`src/rtl/fetch_ctrl_pkg.sv`:
```
////////////////////
// Fetch control definitions
////////////////////
`default_nettype none

package fetch_ctrl_pkg;

  // Fetch target selection, one code per redirect source
  typedef enum logic [3:0] {
    PC_BOOT     = 4'd0,
    PC_JUMP     = 4'd1,
    PC_BRANCH   = 4'd2,
    PC_MRET     = 4'd3,
    PC_DRET     = 4'd4,
    PC_TRAP_EXC = 4'd5,
    PC_TRAP_IRQ = 4'd6,
    PC_TRAP_DBD = 4'd7,
    PC_TRAP_DBE = 4'd8,
    PC_TRAP_NMI = 4'd9
  } pc_mux_e;

  ////////////////////
  // Prefetch buffer

  // Words held, words still in flight count too
  localparam int FETCH_DEPTH = 2;
  localparam int FETCH_PTR_W = $clog2(FETCH_DEPTH);
  localparam int FETCH_CNT_W = $clog2(FETCH_DEPTH + 1);
  // Stale plus live responses allowed across back-to-back redirects
  localparam int MAX_PENDING = 2 * FETCH_DEPTH;
  localparam int PEND_W      = $clog2(MAX_PENDING + 1);

  ////////////////////
  // Trap vectoring

  localparam int IRQ_ID_WIDTH     = 5;
  localparam int MTVEC_ADDR_WIDTH = 25;
  // Vector slot reserved for NMI
  localparam logic [IRQ_ID_WIDTH-1:0] NMI_MTVEC_INDEX = 5'd15;

endpackage

`default_nettype wire

```
`src/rtl/rvc_pkg.sv`:
```
////////////////////
// Compressed ISA encodings
////////////////////
`default_nettype none

package rvc_pkg;

  // Quadrant in bits [1:0]
  localparam logic [1:0] OPC_C0   = 2'b00;
  localparam logic [1:0] OPC_C1   = 2'b01;
  localparam logic [1:0] OPC_C2   = 2'b10;
  // Anything else is a compressed parcel
  localparam logic [1:0] OPC_RV32 = 2'b11;

  // funct3 in bits [15:13] of the kept forms
  localparam logic [2:0] F3_C_LW    = 3'b010;
  localparam logic [2:0] F3_C_SW    = 3'b110;
  localparam logic [2:0] F3_C_ADDI  = 3'b000;
  localparam logic [2:0] F3_C_LI    = 3'b010;
  localparam logic [2:0] F3_C_MVADD = 3'b100;

  // RV32I major opcodes produced by expansion
  localparam logic [6:0] OP_IMM = 7'b0010011;
  localparam logic [6:0] OP_LD  = 7'b0000011;
  localparam logic [6:0] OP_ST  = 7'b0100011;
  localparam logic [6:0] OP_REG = 7'b0110011;

  // Fetched word, whole or as two halfword parcels
  typedef union packed {
    logic [31:0] word;
    struct packed {
      logic [15:0] hi;
      logic [15:0] lo;
    } parcel;
  } fetch_word_u;

endpackage

`default_nettype wire

```
`src/rtl/pc_target_mux.sv`:
```
////////////////////
// Fetch target select
////////////////////
`default_nettype none

module pc_target_mux (
  input  fetch_ctrl_pkg::pc_mux_e                      pc_mux_i,
  input  logic                                         pc_set_i,
  input  logic [31:0]                                  boot_addr_i,
  input  logic [31:0]                                  jump_target_i,
  input  logic [31:0]                                  branch_target_i,
  input  logic [31:0]                                  mepc_i,
  input  logic [31:0]                                  dpc_i,
  input  logic [31:0]                                  dm_halt_addr_i,
  input  logic [31:0]                                  dm_exception_addr_i,
  input  logic [fetch_ctrl_pkg::MTVEC_ADDR_WIDTH-1:0]  mtvec_addr_i,
  input  logic [fetch_ctrl_pkg::IRQ_ID_WIDTH-1:0]      irq_id_i,
  output logic [31:0]                                  branch_addr_o,
  output logic                                         csr_mtvec_init_o
);
  import fetch_ctrl_pkg::*;

  logic [31:0] target;

  always_comb begin
    target = {boot_addr_i[31:2], 2'b00};
    unique case (pc_mux_i)
      PC_BOOT:     target = {boot_addr_i[31:2], 2'b00};
      PC_JUMP:     target = jump_target_i;
      PC_BRANCH:   target = branch_target_i;
      // Return to the interrupted instruction
      PC_MRET:     target = mepc_i;
      PC_DRET:     target = dpc_i;
      // Exceptions share the vector base
      PC_TRAP_EXC: target = {mtvec_addr_i, 7'h00};
      // Interrupts are vectored, one word per slot
      PC_TRAP_IRQ: target = {mtvec_addr_i, irq_id_i, 2'b00};
      PC_TRAP_DBD: target = {dm_halt_addr_i[31:2], 2'b00};
      PC_TRAP_DBE: target = {dm_exception_addr_i[31:2], 2'b00};
      PC_TRAP_NMI: target = {mtvec_addr_i, NMI_MTVEC_INDEX, 2'b00};
      default: ;
    endcase
  end

  // Halfword alignment is all the fetch path ever needs
  assign branch_addr_o = {target[31:1], 1'b0};

  // CSR file loads its mtvec reset value on boot
  assign csr_mtvec_init_o = pc_set_i && (pc_mux_i == PC_BOOT);

endmodule

`default_nettype wire

```
`src/rtl/prefetch_unit.sv`:
```
////////////////////
// Word prefetcher
////////////////////
`default_nettype none

module prefetch_unit (
  input  logic        clk,
  input  logic        rst_n,
  input  logic        pc_set_i,
  input  logic [31:0] branch_addr_i,
  output logic        instr_req_o,
  output logic [31:0] instr_addr_o,
  input  logic        instr_rvalid_i,
  input  logic [31:0] instr_rdata_i,
  input  logic        instr_err_i,
  output logic        word_valid_o,
  input  logic        word_ready_i,
  output logic [31:0] word_o,
  output logic        word_err_o,
  output logic [31:0] word_addr_o,
  output logic        busy_o
);
  import fetch_ctrl_pkg::*;

  // Word buffer, one address and error flag per entry
  logic [31:0]            buf_data [FETCH_DEPTH];
  logic [31:0]            buf_addr [FETCH_DEPTH];
  logic                   buf_err  [FETCH_DEPTH];

  logic                   fetch_en_q;
  logic [31:0]            fetch_addr_q;
  logic [31:0]            resp_addr_q;
  logic [FETCH_PTR_W-1:0] rd_ptr_q;
  logic [FETCH_PTR_W-1:0] wr_ptr_q;
  logic [FETCH_CNT_W-1:0] count_q;
  logic [FETCH_CNT_W-1:0] out_cnt_q;
  logic [PEND_W-1:0]      discard_q;
  logic                   resp_keep;
  logic                   resp_drop;
  logic                   pop;
  logic [31:0]            target_word;

  assign target_word = {branch_addr_i[31:2], 2'b00};

  // Responses owed to a flushed stream are dropped first
  assign resp_drop = instr_rvalid_i && (discard_q != '0);
  assign resp_keep = instr_rvalid_i && (discard_q == '0);

  // Room for the word once it lands, and a bounded number in flight
  assign instr_req_o  = fetch_en_q && !pc_set_i &&
                        ((count_q + out_cnt_q) < FETCH_DEPTH) &&
                        ((out_cnt_q + discard_q) < MAX_PENDING);
  assign instr_addr_o = fetch_addr_q;

  assign word_valid_o = (count_q != '0);
  assign word_o       = buf_data[rd_ptr_q];
  assign word_err_o   = buf_err[rd_ptr_q];
  assign word_addr_o  = buf_addr[rd_ptr_q];
  assign pop          = word_valid_o && word_ready_i;

  assign busy_o = (out_cnt_q != '0) || (discard_q != '0);

  ////////////////////
  // Control state

  always_ff @(posedge clk or negedge rst_n) begin
    if (!rst_n) begin
      fetch_en_q   <= 1'b0;
      fetch_addr_q <= '0;
      resp_addr_q  <= '0;
      rd_ptr_q     <= '0;
      wr_ptr_q     <= '0;
      count_q      <= '0;
      out_cnt_q    <= '0;
      discard_q    <= '0;
    end else if (pc_set_i) begin
      // Redirect empties the buffer and orphans every live request
      fetch_en_q   <= 1'b1;
      fetch_addr_q <= target_word;
      resp_addr_q  <= target_word;
      rd_ptr_q     <= '0;
      wr_ptr_q     <= '0;
      count_q      <= '0;
      out_cnt_q    <= '0;
      discard_q    <= discard_q + PEND_W'(out_cnt_q) - PEND_W'(instr_rvalid_i);
    end else begin
      out_cnt_q <= out_cnt_q + FETCH_CNT_W'(instr_req_o) - FETCH_CNT_W'(resp_keep);
      count_q   <= count_q + FETCH_CNT_W'(resp_keep) - FETCH_CNT_W'(pop);
      discard_q <= discard_q - PEND_W'(resp_drop);
      if (instr_req_o) begin
        fetch_addr_q <= fetch_addr_q + 32'd4;
      end
      if (resp_keep) begin
        wr_ptr_q    <= wr_ptr_q + 1'b1;
        resp_addr_q <= resp_addr_q + 32'd4;
      end
      if (pop) begin
        rd_ptr_q <= rd_ptr_q + 1'b1;
      end
    end
  end

  // Buffer storage
  always_ff @(posedge clk) begin
    if (resp_keep && !pc_set_i) begin
      buf_data[wr_ptr_q] <= instr_rdata_i;
      buf_addr[wr_ptr_q] <= resp_addr_q;
      buf_err[wr_ptr_q]  <= instr_err_i;
    end
  end

endmodule

`default_nettype wire

```
`src/rtl/instr_aligner.sv`:
```
////////////////////
// Instruction aligner
////////////////////
`default_nettype none

module instr_aligner (
  input  logic        clk,
  input  logic        rst_n,
  input  logic        pc_set_i,
  input  logic [31:0] branch_addr_i,
  input  logic        word_valid_i,
  input  logic [31:0] word_i,
  input  logic        word_err_i,
  input  logic [31:0] word_addr_i,
  output logic        word_ready_o,
  input  logic        halt_if_i,
  input  logic        kill_if_i,
  input  logic        id_ready_i,
  output logic [31:0] raw_instr_o,
  output logic        is_compressed_o,
  output logic        instr_err_o,
  output logic [31:0] pc_if_o,
  output logic        if_valid_o
);
  import rvc_pkg::*;

  fetch_word_u word;
  logic [31:0] pc_q;
  // Halfword at pc_q, left over from the previous word
  logic        resid_valid_q;
  logic [15:0] resid_q;
  logic        resid_err_q;
  logic        avail;
  logic        take_word;
  logic        save_hi;
  logic        fire;
  logic        park;
  logic        step;

  assign word = word_i;

  // Parcel selection
  always_comb begin
    avail           = 1'b0;
    take_word       = 1'b0;
    save_hi         = 1'b0;
    raw_instr_o     = '0;
    is_compressed_o = 1'b0;
    instr_err_o     = 1'b0;
    if (resid_valid_q) begin
      if (resid_q[1:0] != OPC_RV32) begin
        avail           = 1'b1;
        raw_instr_o     = {16'h0000, resid_q};
        is_compressed_o = 1'b1;
        instr_err_o     = resid_err_q;
      end else if (word_valid_i) begin
        // Straddling instruction, upper half comes from the new word
        avail       = 1'b1;
        take_word   = 1'b1;
        save_hi     = 1'b1;
        raw_instr_o = {word.parcel.lo, resid_q};
        instr_err_o = resid_err_q | word_err_i;
      end
    end else if (word_valid_i) begin
      if (!pc_q[1]) begin
        avail       = 1'b1;
        instr_err_o = word_err_i;
        if (word.parcel.lo[1:0] != OPC_RV32) begin
          // Word stays, its high parcel is next
          raw_instr_o     = {16'h0000, word.parcel.lo};
          is_compressed_o = 1'b1;
        end else begin
          raw_instr_o = word.word;
          take_word   = 1'b1;
        end
      end else if (word.parcel.hi[1:0] != OPC_RV32) begin
        avail           = 1'b1;
        take_word       = 1'b1;
        raw_instr_o     = {16'h0000, word.parcel.hi};
        is_compressed_o = 1'b1;
        instr_err_o     = word_err_i;
      end else begin
        // Start of a straddling instruction, park the high parcel
        take_word = 1'b1;
        save_hi   = 1'b1;
      end
    end
  end

  // Kill drops the instruction even when halted or stalled
  assign fire = avail && (kill_if_i || (!halt_if_i && id_ready_i));
  assign park = !avail && take_word && (kill_if_i || !halt_if_i);
  assign step = fire || park;

  assign word_ready_o = take_word && step;
  assign if_valid_o   = avail && !halt_if_i && !kill_if_i;
  assign pc_if_o      = (resid_valid_q || !word_valid_i) ? pc_q :
                        {word_addr_i[31:2], pc_q[1:0]};

  always_ff @(posedge clk or negedge rst_n) begin
    if (!rst_n) begin
      pc_q          <= '0;
      resid_valid_q <= 1'b0;
    end else if (pc_set_i) begin
      pc_q          <= branch_addr_i;
      resid_valid_q <= 1'b0;
    end else if (step) begin
      resid_valid_q <= save_hi;
      if (fire) begin
        pc_q <= pc_if_o + (is_compressed_o ? 32'd2 : 32'd4);
      end
    end
  end

  always_ff @(posedge clk) begin
    if (step && save_hi) begin
      resid_q     <= word.parcel.hi;
      resid_err_q <= word_err_i;
    end
  end

endmodule

`default_nettype wire

```
`src/rtl/compressed_decoder.sv`:
```
////////////////////
// RVC expander
////////////////////
`default_nettype none

module compressed_decoder (
  input  logic [31:0] raw_instr_i,
  input  logic        is_compressed_i,
  output logic [31:0] instr_o,
  output logic        illegal_o
);
  import rvc_pkg::*;

  fetch_word_u fw;
  logic [15:0] c;

  assign fw = raw_instr_i;
  assign c  = fw.parcel.lo;

  always_comb begin
    // Full-width instructions pass unchanged
    instr_o   = fw.word;
    illegal_o = 1'b0;
    if (is_compressed_i) begin
      // Unsupported forms leave the bare halfword
      instr_o   = {16'h0000, c};
      illegal_o = 1'b1;
      unique case (c[1:0])
        OPC_C0: begin
          // Registers x8..x15, word-scaled offsets
          if (c[15:13] == F3_C_LW) begin
            instr_o   = {5'b0, c[5], c[12:10], c[6], 2'b00, 2'b01, c[9:7], 3'b010,
                         2'b01, c[4:2], OP_LD};
            illegal_o = 1'b0;
          end else if (c[15:13] == F3_C_SW) begin
            instr_o   = {5'b0, c[5], c[12], 2'b01, c[4:2], 2'b01, c[9:7], 3'b010,
                         c[11:10], c[6], 2'b00, OP_ST};
            illegal_o = 1'b0;
          end
        end
        OPC_C1: begin
          // Sign-extended 6-bit immediate
          if (c[15:13] == F3_C_ADDI) begin
            instr_o   = {{6{c[12]}}, c[12], c[6:2], c[11:7], 3'b000, c[11:7], OP_IMM};
            illegal_o = 1'b0;
          end else if (c[15:13] == F3_C_LI) begin
            instr_o   = {{6{c[12]}}, c[12], c[6:2], 5'd0, 3'b000, c[11:7], OP_IMM};
            illegal_o = 1'b0;
          end
        end
        OPC_C2: begin
          // rs2 of zero encodes jumps, not kept
          if ((c[15:13] == F3_C_MVADD) && (c[6:2] != 5'd0)) begin
            illegal_o = 1'b0;
            if (c[12]) begin
              instr_o = {7'b0, c[6:2], c[11:7], 3'b000, c[11:7], OP_REG};
            end else begin
              instr_o = {7'b0, c[6:2], 5'd0, 3'b000, c[11:7], OP_REG};
            end
          end
        end
        default: ;
      endcase
    end
  end

endmodule

`default_nettype wire

```
`src/rtl/if_id_register.sv`:
```
////////////////////
// IF/ID register
////////////////////
`default_nettype none

module if_id_register (
  input  logic        clk,
  input  logic        rst_n,
  input  logic        if_valid_i,
  input  logic        id_ready_i,
  input  logic [31:0] instr_i,
  input  logic [31:0] pc_i,
  input  logic        is_compressed_i,
  input  logic [15:0] raw_instr_i,
  input  logic        illegal_i,
  input  logic        err_i,
  output logic        id_valid_o,
  output logic [31:0] id_instr_o,
  output logic [31:0] id_pc_o,
  output logic        id_compressed_o,
  output logic [15:0] id_compressed_instr_o,
  output logic        id_illegal_c_o,
  output logic        id_bus_err_o
);

  logic xfer;

  assign xfer = if_valid_i && id_ready_i;

  // Valid flag, held while decode stalls
  always_ff @(posedge clk or negedge rst_n) begin
    if (!rst_n) begin
      id_valid_o <= 1'b0;
    end else if (xfer) begin
      id_valid_o <= 1'b1;
    end else if (id_ready_i) begin
      id_valid_o <= 1'b0;
    end
  end

  // Payload, captured only on a transfer
  always_ff @(posedge clk) begin
    if (xfer) begin
      id_instr_o      <= instr_i;
      id_pc_o         <= pc_i;
      id_compressed_o <= is_compressed_i;
      id_illegal_c_o  <= illegal_i;
      id_bus_err_o    <= err_i;
      // Original parcel kept for illegal-instruction reporting
      if (is_compressed_i) begin
        id_compressed_instr_o <= raw_instr_i;
      end
    end
  end

endmodule

`default_nettype wire

```
`src/rtl/fetch_stage.sv`:
```
////////////////////
// Fetch stage top
////////////////////
`default_nettype none

module fetch_stage (
  input  logic                                        clk,
  input  logic                                        rst_n,
  // Redirect targets
  input  logic [31:0]                                 boot_addr_i,
  input  logic [31:0]                                 jump_target_i,
  input  logic [31:0]                                 branch_target_i,
  input  logic [31:0]                                 mepc_i,
  input  logic [31:0]                                 dpc_i,
  input  logic [31:0]                                 dm_halt_addr_i,
  input  logic [31:0]                                 dm_exception_addr_i,
  input  logic [fetch_ctrl_pkg::MTVEC_ADDR_WIDTH-1:0] mtvec_addr_i,
  input  logic [fetch_ctrl_pkg::IRQ_ID_WIDTH-1:0]     irq_id_i,
  // Controller
  input  fetch_ctrl_pkg::pc_mux_e                     pc_mux_i,
  input  logic                                        pc_set_i,
  input  logic                                        halt_if_i,
  input  logic                                        kill_if_i,
  // Instruction memory
  output logic                                        instr_req_o,
  output logic [31:0]                                 instr_addr_o,
  input  logic                                        instr_rvalid_i,
  input  logic [31:0]                                 instr_rdata_i,
  input  logic                                        instr_err_i,
  // Status
  output logic                                        if_valid_o,
  output logic [31:0]                                 pc_if_o,
  output logic                                        if_busy_o,
  output logic                                        csr_mtvec_init_o,
  // Decode side
  input  logic                                        id_ready_i,
  output logic                                        id_valid_o,
  output logic [31:0]                                 id_instr_o,
  output logic [31:0]                                 id_pc_o,
  output logic                                        id_compressed_o,
  output logic [15:0]                                 id_compressed_instr_o,
  output logic                                        id_illegal_c_o,
  output logic                                        id_bus_err_o
);

  logic [31:0] branch_addr;
  logic        word_valid;
  logic        word_ready;
  logic [31:0] word;
  logic        word_err;
  logic [31:0] word_addr;
  logic [31:0] raw_instr;
  logic        is_compressed;
  logic        instr_err;
  logic [31:0] instr_exp;
  logic        illegal_c;

  pc_target_mux pc_target_mux_inst (
    .pc_mux_i            (pc_mux_i),
    .pc_set_i            (pc_set_i),
    .boot_addr_i         (boot_addr_i),
    .jump_target_i       (jump_target_i),
    .branch_target_i     (branch_target_i),
    .mepc_i              (mepc_i),
    .dpc_i               (dpc_i),
    .dm_halt_addr_i      (dm_halt_addr_i),
    .dm_exception_addr_i (dm_exception_addr_i),
    .mtvec_addr_i        (mtvec_addr_i),
    .irq_id_i            (irq_id_i),
    .branch_addr_o       (branch_addr),
    .csr_mtvec_init_o    (csr_mtvec_init_o)
  );

  prefetch_unit prefetch_unit_inst (
    .clk            (clk),
    .rst_n          (rst_n),
    .pc_set_i       (pc_set_i),
    .branch_addr_i  (branch_addr),
    .instr_req_o    (instr_req_o),
    .instr_addr_o   (instr_addr_o),
    .instr_rvalid_i (instr_rvalid_i),
    .instr_rdata_i  (instr_rdata_i),
    .instr_err_i    (instr_err_i),
    .word_valid_o   (word_valid),
    .word_ready_i   (word_ready),
    .word_o         (word),
    .word_err_o     (word_err),
    .word_addr_o    (word_addr),
    .busy_o         (if_busy_o)
  );

  instr_aligner instr_aligner_inst (
    .clk             (clk),
    .rst_n           (rst_n),
    .pc_set_i        (pc_set_i),
    .branch_addr_i   (branch_addr),
    .word_valid_i    (word_valid),
    .word_i          (word),
    .word_err_i      (word_err),
    .word_addr_i     (word_addr),
    .word_ready_o    (word_ready),
    .halt_if_i       (halt_if_i),
    .kill_if_i       (kill_if_i),
    .id_ready_i      (id_ready_i),
    .raw_instr_o     (raw_instr),
    .is_compressed_o (is_compressed),
    .instr_err_o     (instr_err),
    .pc_if_o         (pc_if_o),
    .if_valid_o      (if_valid_o)
  );

  compressed_decoder compressed_decoder_inst (
    .raw_instr_i     (raw_instr),
    .is_compressed_i (is_compressed),
    .instr_o         (instr_exp),
    .illegal_o       (illegal_c)
  );

  if_id_register if_id_register_inst (
    .clk                   (clk),
    .rst_n                 (rst_n),
    .if_valid_i            (if_valid_o),
    .id_ready_i            (id_ready_i),
    .instr_i               (instr_exp),
    .pc_i                  (pc_if_o),
    .is_compressed_i       (is_compressed),
    .raw_instr_i           (raw_instr[15:0]),
    .illegal_i             (illegal_c),
    .err_i                 (instr_err),
    .id_valid_o            (id_valid_o),
    .id_instr_o            (id_instr_o),
    .id_pc_o               (id_pc_o),
    .id_compressed_o       (id_compressed_o),
    .id_compressed_instr_o (id_compressed_instr_o),
    .id_illegal_c_o        (id_illegal_c_o),
    .id_bus_err_o          (id_bus_err_o)
  );

endmodule

`default_nettype wire

```
`config.mk`:
```
export PLATFORM = sky130hd
export DESIGN_NAME = fetch_stage
export DESIGN_NICKNAME = d
export VERILOG_FILES = /design/src/rtl/fetch_ctrl_pkg.sv /design/src/rtl/rvc_pkg.sv /design/src/rtl/pc_target_mux.sv /design/src/rtl/prefetch_unit.sv /design/src/rtl/instr_aligner.sv /design/src/rtl/compressed_decoder.sv /design/src/rtl/if_id_register.sv /design/src/rtl/fetch_stage.sv
export SDC_FILE = /design/constraint.sdc
export NUM_CORES = 1
export LEC_CHECK = 0
export ABC_AREA = 1
export BUFFER_PORTS_ARGS = -buffer_cell sky130_fd_sc_hd__buf_2
export CAP_MARGIN = 20
export CORE_MARGIN = 4
export CORE_UTILIZATION = 35
export DETAILED_ROUTE_END_ITERATION = 8
export PLACE_DENSITY_LB_ADDON = 0.08
export SLEW_MARGIN = 10
export SYNTH_ARGS = -nofsm -noshare
export SYNTH_HDL_FRONTEND = slang
export SYNTH_SLANG_ARGS = --single-unit
```
`constraint.sdc`:
```
create_clock -name clk -period 6.1 [get_ports clk]
set_input_delay 0.305 -clock clk [delete_from_list [all_inputs] [get_ports clk]]
set_output_delay 0.305 -clock clk [all_outputs]
set_load 0.01 [all_outputs]
```
* Word level (Yosys, flattened, before mapping)
Memory sizes are Yosys's and may differ from the RTL's. Index checks and enable logic that the tools add are counted. W data, S select, Z words.
Operators by class: order comparisons 2, equality and inequality tests 17, mux-type cells 70, reduce and logical (&&, ||, !) cells 44, add/subtract/negate cells 14, div/mod/pow operators 0, shifts and indexed selects 0, bitwise gates (word level) 1, multiply operators 0
Operator list (number):
- $mux W32 | 17
- $pmux W32 S9 | 1
- $pmux W32 S3 | 1
- $add A32 B3 Y32 const B | 2
- $mux W27 | 2
- $mux W1 | 41
- $add A32 B32 Y32 | 1
- $lt A32 B2 Y1 const B | 1
- $lt A32 B3 Y1 const B | 1
- $mux W25 | 1
- $mux W20 | 1
- $logic_and A1 B1 Y1 | 18
- $eq A4 B3 Y1 const B | 4
- $mux W16 | 1
- $reduce_bool A2 Y1 | 8
- $eq A4 B2 Y1 const B | 2
- $eq A4 B4 Y1 const B | 2
- $eq A3 B3 Y1 const B | 2
- $logic_not A3 Y1 | 2
- $mux W3 | 2
- $ne A2 B2 Y1 const B | 3
- $sub A3 B1 Y3 | 2
- $logic_not A1 Y1 | 5
- $logic_or A1 B1 Y1 | 5
- 18 further kinds | 23
Storage, ports and cells: memories 3, bits in latches 0, output and inout port bits 152, bits in writable memories 130, bits in registers 208, bits in read-only memories 0, bits of input ports 298
Memory list:
- prefetch_unit_inst.buf_addr | depth 2, width 32, read ports 1, clocked after memory_dff 0, write ports 1, RTL line prefetch_unit.sv:27 | logic [31:0] buf_addr [FETCH_DEPTH];
- prefetch_unit_inst.buf_data | depth 2, width 32, read ports 1, clocked after memory_dff 0, write ports 1, RTL line prefetch_unit.sv:26 | logic [31:0] buf_data [FETCH_DEPTH];
- prefetch_unit_inst.buf_err | depth 2, width 1, read ports 1, clocked after memory_dff 0, write ports 1, RTL line prefetch_unit.sv:28 | logic buf_err [FETCH_DEPTH];

* Logic depth before layout (Yosys ltp)
Gate-level depths: netlist of the first run. An unclocked memory read counts as a cell.
depth in word-level cells 14, mapped depth 20

* By module
Synthesis of the first run repeated with hierarchy kept, for this count alone.
Second synthesis, totals: cells, all modules 2528, area, all modules 19631.3 um^2
By module, submodules not included:
- prefetch_unit | area each 9442.8 um^2, cells an instance 1033, seq. area each 5535.3 um^2, instances 1
- instr_aligner | area each 4275.4 um^2, cells an instance 651, seq. area each 1336.3 um^2, instances 1
- if_id_register | area each 2548.7 um^2, cells an instance 91, seq. area each 2517.4 um^2, instances 1
- pc_target_mux | area each 2543.7 um^2, cells an instance 579, seq. area each 0.0 um^2, instances 1
- compressed_decoder | area each 820.8 um^2, cells an instance 174, seq. area each 0.0 um^2, instances 1

* Worst setup path after synthesis of the first run
No wires, ideal clock.
kind flip-flop to flip-flop, start register prefetch_unit_inst.discard_q[2], end memory prefetch_unit_inst.buf_addr[0][10] (enable), data arrival time 3.733 ns, data required time 5.615 ns, cell stages (with the launch flop) 6, slack 1.882 ns, path through dfrtp_1 -> nor3_1 -> nand2_1 -> inv_1 -> nand2_1 -> nor2_1
On the way: word-level cells in the longest chain between the ends 5
Ends and longest elaborated chain:
- start, declared | RTL line prefetch_unit.sv:37 | logic [PEND_W-1:0] discard_q;
- start signal, assigned | RTL line prefetch_unit.sv:85 | discard_q <= discard_q + PEND_W'(out_cnt_q) - PEND_W'(instr_rvalid_i);
- start signal, assigned | RTL line prefetch_unit.sv:89 | discard_q <= discard_q - PEND_W'(resp_drop);
- $logic_not A3 Y1 | RTL line prefetch_unit.sv:47 | assign resp_keep = instr_rvalid_i && (discard_q == '0);
- $logic_and A1 B1 Y1 | RTL line prefetch_unit.sv:47
- $logic_and A1 B1 Y1 | RTL line prefetch_unit.sv:105 | if (resp_keep && !pc_set_i) begin
- $mux W1 | RTL line prefetch_unit.sv:105
- $mux W1 (implied by the code) | RTL line prefetch_unit.sv:107 | buf_addr[wr_ptr_q] <= resp_addr_q;
- end, declared | RTL line prefetch_unit.sv:27
No other way between the ends.

* Worst setup path in the final report of the first run
start register prefetch_unit_inst.rd_ptr_q, end register instr_aligner_inst.pc_q[20]
RTL lines:
- start, declared | RTL line prefetch_unit.sv:33 | logic [FETCH_PTR_W-1:0] rd_ptr_q;
- start signal, assigned | RTL line prefetch_unit.sv:98 | rd_ptr_q <= rd_ptr_q + 1'b1;
- $mem_v2 Z2 W32
- net instr_aligner_inst.word_i[16] | RTL line instr_aligner.sv:12 | input logic [31:0] word_i,
- $ne A2 B2 Y1 | RTL line instr_aligner.sv:76 | end else if (word.parcel.hi[1:0] != OPC_RV32) begin
- $mux W1 | RTL line instr_aligner.sv:76
- $mux W1 | RTL line instr_aligner.sv:65 | if (!pc_q[1]) begin
- $mux W1 | RTL line instr_aligner.sv:64 | end else if (word_valid_i) begin
- $mux W1 | RTL line instr_aligner.sv:50 | if (resid_valid_q) begin
- net compressed_decoder_inst.is_compressed_i | RTL line compressed_decoder.sv:8 | input logic is_compressed_i,
- $mux W3 | RTL line instr_aligner.sv:110 | pc_q <= pc_if_o + (is_compressed_o ? 32'd2 : 32'd4);
- $add A32 B32 Y32 | RTL line instr_aligner.sv:110
- $mux W32 | RTL line instr_aligner.sv:109 | if (fire) begin
- $mux W32 | RTL line instr_aligner.sv:107 | end else if (step) begin
- $mux W32 | RTL line instr_aligner.sv:104 | end else if (pc_set_i) begin
- end signal, assigned | RTL line instr_aligner.sv:105 | pc_q <= branch_addr_i;
- end signal, assigned | RTL line instr_aligner.sv:110
- end, declared | RTL line instr_aligner.sv:28 | logic [31:0] pc_q;
The timed path passes the listed nets, and every way through them passes these cells. The select of a mux whose other input is x is not followed. A chain may end at the register's enable or synchronous reset.

==> results of run 1 <==
-- Yosys cell counts, types with 37 or more instances --
cell type  instances  share of area [%]
a21oi_1           71                1.9
a31oi_1           54                1.8
clkbuf_1          37               0.73
dfrtp_1          103                 14
edfxtp_1         225                 36
inv_1            190                3.8
nand2_1          816                 16
nand2_2           48                1.6
nand3_1          109                2.9
nand4_1           41                1.4
nor2_1           248                4.9
o21ai_0           61                1.6
-- area by class of cell --
class	instances	area [um2]
sequential	328	9340
timing repair buffer	490	2680
fill	5448	29900
clock inverter	22	230
multi-input combinational	1715	8330
inverter	207	781
antenna	1	2.50
tap	688	861
clock buffer	45	987
-- registers in the layout (all words and copies together) (netlist names), 2 cells and up --
register                                   flops
prefetch_unit_inst.buf_data                   64
prefetch_unit_inst.buf_err                     2
prefetch_unit_inst.count_q                     2
prefetch_unit_inst.resp_addr_q                30
prefetch_unit_inst.instr_addr_o               30
prefetch_unit_inst.buf_addr                   60
prefetch_unit_inst.discard_q                   3
if_id_register_inst.id_pc_o                   31
instr_aligner_inst.pc_q                       31
if_id_register_inst.id_compressed_instr_o     16
prefetch_unit_inst.out_cnt_q                   2
instr_aligner_inst.resid_q                    16
if_id_register_inst.id_instr_o                32
-- where the power goes --
part	leakage, uW	switching, uW	internal [uW]
clock	0.000592	934	1330
combinational	0.00673	1770	864
sequential	0.00327	371	2740
-- how the worst max path moves through the flow --
| stage | startpoint | end | slack, ns | cells past startpoint |
|---|---|---|---|---|
| 2_1_floorplan | prefetch_unit_inst.discard_q[2]$_DFF_PN0_ | prefetch_unit_inst.buf_addr[0][10]$_DFFE_PP_ | 1.88 | 5 |
| 3_3_place_gp | prefetch_unit_inst.rd_ptr_q$_DFFE_PN0P_ | instr_aligner_inst.pc_q[18]$_DFFE_PN0P_ | 2.06 | 17 |
| 3_5_place_dp | prefetch_unit_inst.rd_ptr_q$_DFFE_PN0P_ | instr_aligner_inst.pc_q[10]$_DFFE_PN0P_ | 1.95 | 18 |
| 4_1_cts | prefetch_unit_inst.rd_ptr_q$_DFFE_PN0P_ | instr_aligner_inst.pc_q[18]$_DFFE_PN0P_ | 1.94 | 17 |
| 5_1_grt | prefetch_unit_inst.rd_ptr_q$_DFFE_PN0P_ | instr_aligner_inst.pc_q[20]$_DFFE_PN0P_ | 1.56 | 17 |
| 6_report | prefetch_unit_inst.rd_ptr_q$_DFFE_PN0P_ | instr_aligner_inst.pc_q[20]$_DFFE_PN0P_ | 2.00 | 17 |
-- what timing repair did --
item / 4_1_cts / 5_1_grt
endpoints found under the setup margin: 0 / 0
buffers inserted: 0 / 0
hold endpoints to repair: 98 / 0
hold buffers: 34 / 0
-- critical path: stages, from the launching register on --
cell	delay [ns]
dfrtp_2	0.68
inv_4	0.41
nand2_1	0.22
nand2_2	0.11
nand3_2	0.16
nand2_2	0.13
o22ai_2	0.48
inv_1	0.31
ha_1	0.36
a21o_1	0.17
nand2_4	0.09
nor2_8	0.20
nand3_2	0.13
nor2_2	0.20
nand2_1	0.08
nand2_1	0.06
nand3_1	0.07
a21oi_1	0.15
-- stage by stage --
step / setup slack [ns] / total power [uW]
2_1_floorplan: 1.88 / 4760
3_3_place_gp: 2.06 / 5740
3_5_place_dp: 1.95 / 5770
4_1_cts: 1.94 / 8080
5_1_grt: 1.56 / 8510
6_report: 2.00 / 8010
-- metal layers --
metal | routed length, um | GRT usage, %
met2 | 35700 | 43.0
met3 | 4010 | 4.53
met4 | 3980 | 11.7
met1 | 31100 | 31.7
met5 | 55 | 0
-- kinds of logic after synthesis --
| group | after synthesis | share of synthesized area, % |
|---|---|---|
| AO/OA/AOI/OAI | 290 | 9.52 |
| multiplexers | 3 | 0.159 |
| other | 1 | 0.0198 |
| adder cells (fa/ha/maj) | 17 | 1.24 |
| flip-flops | 328 | 49.3 |
| buffers and inverters | 296 | 6.86 |
| AND/OR/NAND/NOR | 1363 | 31.1 |
| XOR/XNOR | 38 | 1.76 |
==> out/metrics.csv, run 1 <==
metric,value,unit
status,"finished, final reports clean",
die area,57800,um2
Tcrit/Tclk final,67.2,%
Post-layout nets,3094,
"most common cell after layout, fill and taps aside",nand2_1,
Via density,5.03,
PostCTS Resize Cnt,0,
Synth Warn #,0,
min cycle time layout,4.10,ns
Final HPWL DP,58600,um
Seq cells post-synth,328,
H-tree Lvls,2,
Critical Path End Type,flip-flop,
clock slew at reported path FFs,0.06,ns
Max Cap Violations,0,
initial antenna violation count,6,
Hold EP,if_id_register_inst.id_valid_o$_DFFE_PN0P_,
slew margin rel.,24.6,%
Setup Viol. Count Final,0,
asr flop ratio synth,31.4,%
io pins,450,
Critical Path AT,4.56,ns
Max Clk Rate,244,MHz
setup TNS,0,ns
Detailed Routing Iterations Pass 1,5,
largest net degree at the start of global routing,72,
Worst Setup Start Kind,flip-flop,
Final Core Density,43.7,%
"EDFF count, synth",225,
Die Span X,241,um
CTS tree,done,
P&R area growth vs syn,22.7,%
"commonest non-fill, non-tap cells in the layout","nand2_1, buf_2, nor2_1, edfxtp_1, inv_1",
vias post-DR,17600,
Post-Layout Inst Area,23200,um2
share of cells above drive strength 1,23.4,%
top_reg_cell synth,edfxtp_1,
crit-path max FO,67,
R2R Path Start,prefetch_unit_inst.rd_ptr_q$_DFFE_PN0P_,
Initial Util,35.6,%
final wirelength,74800,um
Worst-Margin Slew,1.13,ns
grt ovf,0,
cell area power density,345,nW/um2
Post-route DRC,0,
worst endpoint required time,6.56,ns
Peak VDD IR,0.147,mV
DR iter-0 viols,1379,
die height,241,um
Crit Path Category,reg2reg,
hold wc startpoint,id_ready_i,
Setup Skew,0.0313,ns
Fin. Hold Viols,0,
"non-filler cells, final",3496,
Total GRT Usage,25.4,%
clock latency on the worst-skew pair,0.57,ns
Clock Path Buffers,3,
library cells used by synthesis,59,
final slew viol count,0,
hold slack,0.0706,ns
DP Area,21600,um2
worst hold path cell count,3,
worst hold path type,in2reg,
leakage power,0.0106,uW
R2R Path End,instr_aligner_inst.pc_q[20]$_DFFE_PN0P_,
Port Buf Inserts,435,
routability cong.,0.977,
"Seq/Total Area, Yosys",49.3,%
Clock Sinks,328,
row count,84,
Core Box Area,53100,um2
Avg WL per Cell,21.4,um
worst r2r path cells,17,
antenna-violating nets left,0,
first-pass GRT wire length,110000,um
Cells after Synth,2336,
vias in the first global route,17400,
TritonCTS buffer count,37,
unrepaired setup endpoints after global routing,no,
Register-to-Register Setup Slack,2.00,ns
DP Cell Count,3394,
Root Driver,clkbuf_16,
Netlist Area Pre-Place,18900,um2
average size of a mapped cell,8.10,um2
Note: power is estimated with default switching activity, not from simulation.
==> run 2: changes to the inputs <==
- ABC_AREA: 1 -> 0
- clock period: 6.1 -> 4.2 ns (I/O delays scaled with it)
==> run 2 against run 1 <==
  * Flip-flop and latch count unchanged
  * Cell area down 5.5%
  * Fmax up 16%
  * Sequential share of layout area up 2.3 points
  * Final cell count down 21%
  * Sequential power up 43%
  * Die area down 8.1%
  * Clock skew down 0.014 ns
  * Non-clock buffer count up 27
  * Worst hold slack better by 0.041 ns
  * Largest cell class unchanged
==> out/metrics.csv, run 2 <==
metric,value,unit,change
"commonest non-fill, non-tap cells in the layout","buf_2, edfxtp_1, nand2_1, a21oi_1, nor2_1",,
dominant cell type by area after synthesis,edfxtp_1,,
"Seq/Total Area, Yosys",53.8,%,+4.5 points
Setup Skew,0.0172,ns,-0.0141 ns
Worst Setup Start Kind,flip-flop,,
crit-path max FO,11,,-84%
most frequent cells after synthesis,"edfxtp_1, nand2_1, a21oi_1",,
leakage power,0.00876,uW,-17%
Net Sw Frac,37.9,%,-0.51 points
row count,81,,-3.6%
Core Box Area,49000,um2,-7.8%
Netlist Area Pre-Place,17300,um2,-8.3%
die area,53200,um2,-8.1%
Clock Path Buffers,3,,unchanged
Avg WL per Cell,23.9,um,+12%
Critical Path AT,3.96,ns,-0.60 ns
antenna-violating nets left,0,,unchanged
FILL cells,4673,,-14%
Final HPWL DP,49800,um,-15%
"non-filler cells, final",2747,,-21%
"most common cell after layout, fill and taps aside",buf_2,,
Tcrit/Tclk final,83.9,%,+17 points
unrepaired setup endpoints after global routing,no,,
Detailed Routing Iterations Pass 1,5,,unchanged
slew margin rel.,24.4,%,-0.25 points
worst endpoint required time,4.64,ns,-1.92 ns
DP Cell Count,2637,,-22%
Crit Path Category,reg2reg,,
Critical Path End Type,flip-flop,,
Worst path most repeated cell,nand3_1,,
vias in the first global route,15000,,-14%
largest net degree at the start of global routing,68,,-5.6%
Synth area leaders,"edfxtp_1, dfrtp_1, a22oi_1",,
CTS tree,done,,
clock latency on the worst-skew pair,0.54,ns,-0.03 ns
"Max stage delay cell, worst path",o21ai_0,,
top_reg_cell synth,edfxtp_1,,
crit-path cells,o21bai_4 > o21ai_0 > fa_1 > nand3_1 > nor4_4 > nand3_1 > xor2_1 > o311ai_2,,
"EDFF count, synth",225,,unchanged
final slew viol count,0,,unchanged
Seq cells post-synth,328,,unchanged
clock share of power,27.1,%,-1.1 points
routability cong.,0.951,,-2.6%
asr flop ratio synth,31.4,%,unchanged
Max Cap Violations,0,,unchanged
worst setup margin,0.677,ns,-1.32 ns
average size of a mapped cell,10.9,um2,+35%
"count leader, synth",edfxtp_1,,
Post-layout nets,2365,,-24%
Synth Warn #,0,,unchanged
Initial Util,35.4,%,-0.22 points
Fin. Hold Viols,0,,unchanged
Die Span X,231,um,-4.1%
Logic pwr share,37.9,%,+5.0 points
H-tree Lvls,2,,unchanged
setup TNS,0,ns,unchanged
cell area power density,581,nW/um2,+68%
share of cells above drive strength 1,29.6,%,+6.2 points
NetSw,4840,uW,+57%
Post-route DRC,0,,unchanged
Root Driver,clkbuf_16,,
largest reg by FF count,prefetch_unit_inst.buf_data,,
Clock Sinks,328,,unchanged
Worst-Margin Slew,1.13,ns,+0.00616 ns
top-area cell type share of the netlist area,39.0,%,+3.2 points
Setup WS pre-CTS,0.598,ns,-1.36 ns
FF+latch area,9340,um2,about the same
clock slew at reported path FFs,0.06,ns,about the same
initial antenna violation count,7,,+1
final wirelength,65800,um,-12%
min cycle time layout,3.52,ns,-0.577 ns
grt ovf,0,,unchanged
Reg power frac,35.0,%,-3.8 points
Cells after Synth,1587,,-32%
worst hold path type,in2reg,,
max FFs per register,64,,unchanged
Regs by FF count,"prefetch_unit_inst.buf_data: 64 flops, prefetch_unit_inst.buf_addr: 60 flops, if_id_register_inst.id_instr_o: 32 flops",,
library cells used by synthesis,96,,+63%
Peak VDD IR,0.287,mV,+96%
Setup Viol. Count Final,0,,unchanged
PostCTS Resize Cnt,0,,unchanged
TritonCTS buffer count,39,,+5.4%
Port Buf Inserts,435,,unchanged
slowest cell delay on critical path,0.69,ns,about the same
area of the multi-input gates,7360,um2,-12%
io pins,450,,unchanged
die height,231,um,-4.1%
first-pass GRT wire length,97400,um,-11%
Internal,7910,uW,+61%
Max Clk Rate,284,MHz,+16%
status,"finished, final reports clean",,
DR iter-0 viols,1151,,-17%
Total GRT Usage,23.8,%,-1.6 points
vias post-DR,15100,,-14%
Via density,5.49,,+9.0%
Final Core Density,44.8,%,+1.1 points
P&R area growth vs syn,26.5,%,
==> run 2: cell types whose count changed after synthesis, moves of 32 or more <==
cell	change
nand2_1	-669
inv_1	-142
nor2_1	-137
a22oi_1	+66
nand3_1	-62
a21oi_1	+55
mux2i_1	+48
nand2_2	-47
and3_1	+32
==> run 2: path summary, 6_finish.rpt <==
check / start / endpoint / slack, ns / cells past startpoint
max: instr_aligner_inst.resid_valid_q$_DFFE_PN0P_ / instr_aligner_inst.pc_q[31]$_DFFE_PN0P_ / 0.68 / 8
min reg2reg: prefetch_unit_inst.fetch_en_q$_DFFE_PN0P_ / prefetch_unit_inst.fetch_en_q$_DFFE_PN0P_ / 0.47 / 1
min: boot_addr_i[26] / prefetch_unit_inst.instr_addr_o[26]$_DFFE_PN0N_ / 0.11 / 3
max in group asynchronous: rst_n / prefetch_unit_inst.resp_addr_q[9]$_DFFE_PN0P_ / 2.77 / 3
min in group asynchronous: rst_n / instr_aligner_inst.pc_q[16]$_DFFE_PN0P_ / 0.27 / 2
max reg2reg: instr_aligner_inst.resid_valid_q$_DFFE_PN0P_ / instr_aligner_inst.pc_q[31]$_DFFE_PN0P_ / 0.68 / 8
==> run 2: cell families after synthesis <==
| family | count (synthesis) | share of synthesized area [%] |
|---|---|---|
| flops | 328 | 53.8 |
| fa+ha+maj | 17 | 1.36 |
| xor+xnor | 35 | 1.77 |
| buf+inv | 148 | 4.14 |
| simple gates | 494 | 14.6 |
| other cells | 1 | 0.0216 |
| mux | 81 | 5.41 |
| compound gates | 483 | 18.9 |
==> run 2: cell type report <==
cell class                 count  share of cell area, %
antenna                        3                 0.0342
clock buffer                  54                   4.94
clock inverter                17                  0.969
inverter                      50                  0.855
multi-input combinational   1114                   33.5
sequential                   328                   42.6
tap                          664                   3.79
timing repair buffer         517                   13.3
==> run 2: critical path, delay by kind of cell, from the launching register on <==
family	cells	cell delay, ns
adders and majority gates	1	0.41
xor gates and xnor gates	1	0.19
DFF	1	0.48
AOI/OAI and AO/OA	3	1.20
and+or+nand+nor	3	1.15
==> run 2: timing repair <==
action | CTS | global route
setup buffers | 0 | 0
hold buffers | 35 | 0
hold endpoints to repair | 114 | 0
==> run 2: power by group through the flow <==
stage	clock network [uW]	registers [uW]	logic [uW]
after floorplan	0	4430	3080
after global placement	0	4500	4780
after detailed placement	0	4510	4830
after CTS	3540	4450	4870
after global routing	3670	4510	5310
final	3460	4460	4840
==> run 2: routing by layer <==
layer	track usage, %	part of all wire (%)	up-vias
li1	-	-	6992
met5	0	0.040	-
met2	37.5	46	614
met1	33.7	45	7378
met3	4.13	6.1	84
met4	7.40	2.8	4
==> run 2: metrics by stage <==
| step | hold slack (ns) | total power [uW] | area, um2 |
|---|---|---|---|
| 6_report | 0.112 | 12800 | 21900 |
| 5_1_grt | 0.125 | 13500 | 21900 |
| 4_1_cts | 0.0877 | 12900 | 21900 |
| 3_5_place_dp | 0.328 | 9340 | 20300 |
| 3_3_place_gp | 0.316 | 9280 | 20300 |
| 2_1_floorplan | -0.0856 | 7510 | 17400 |
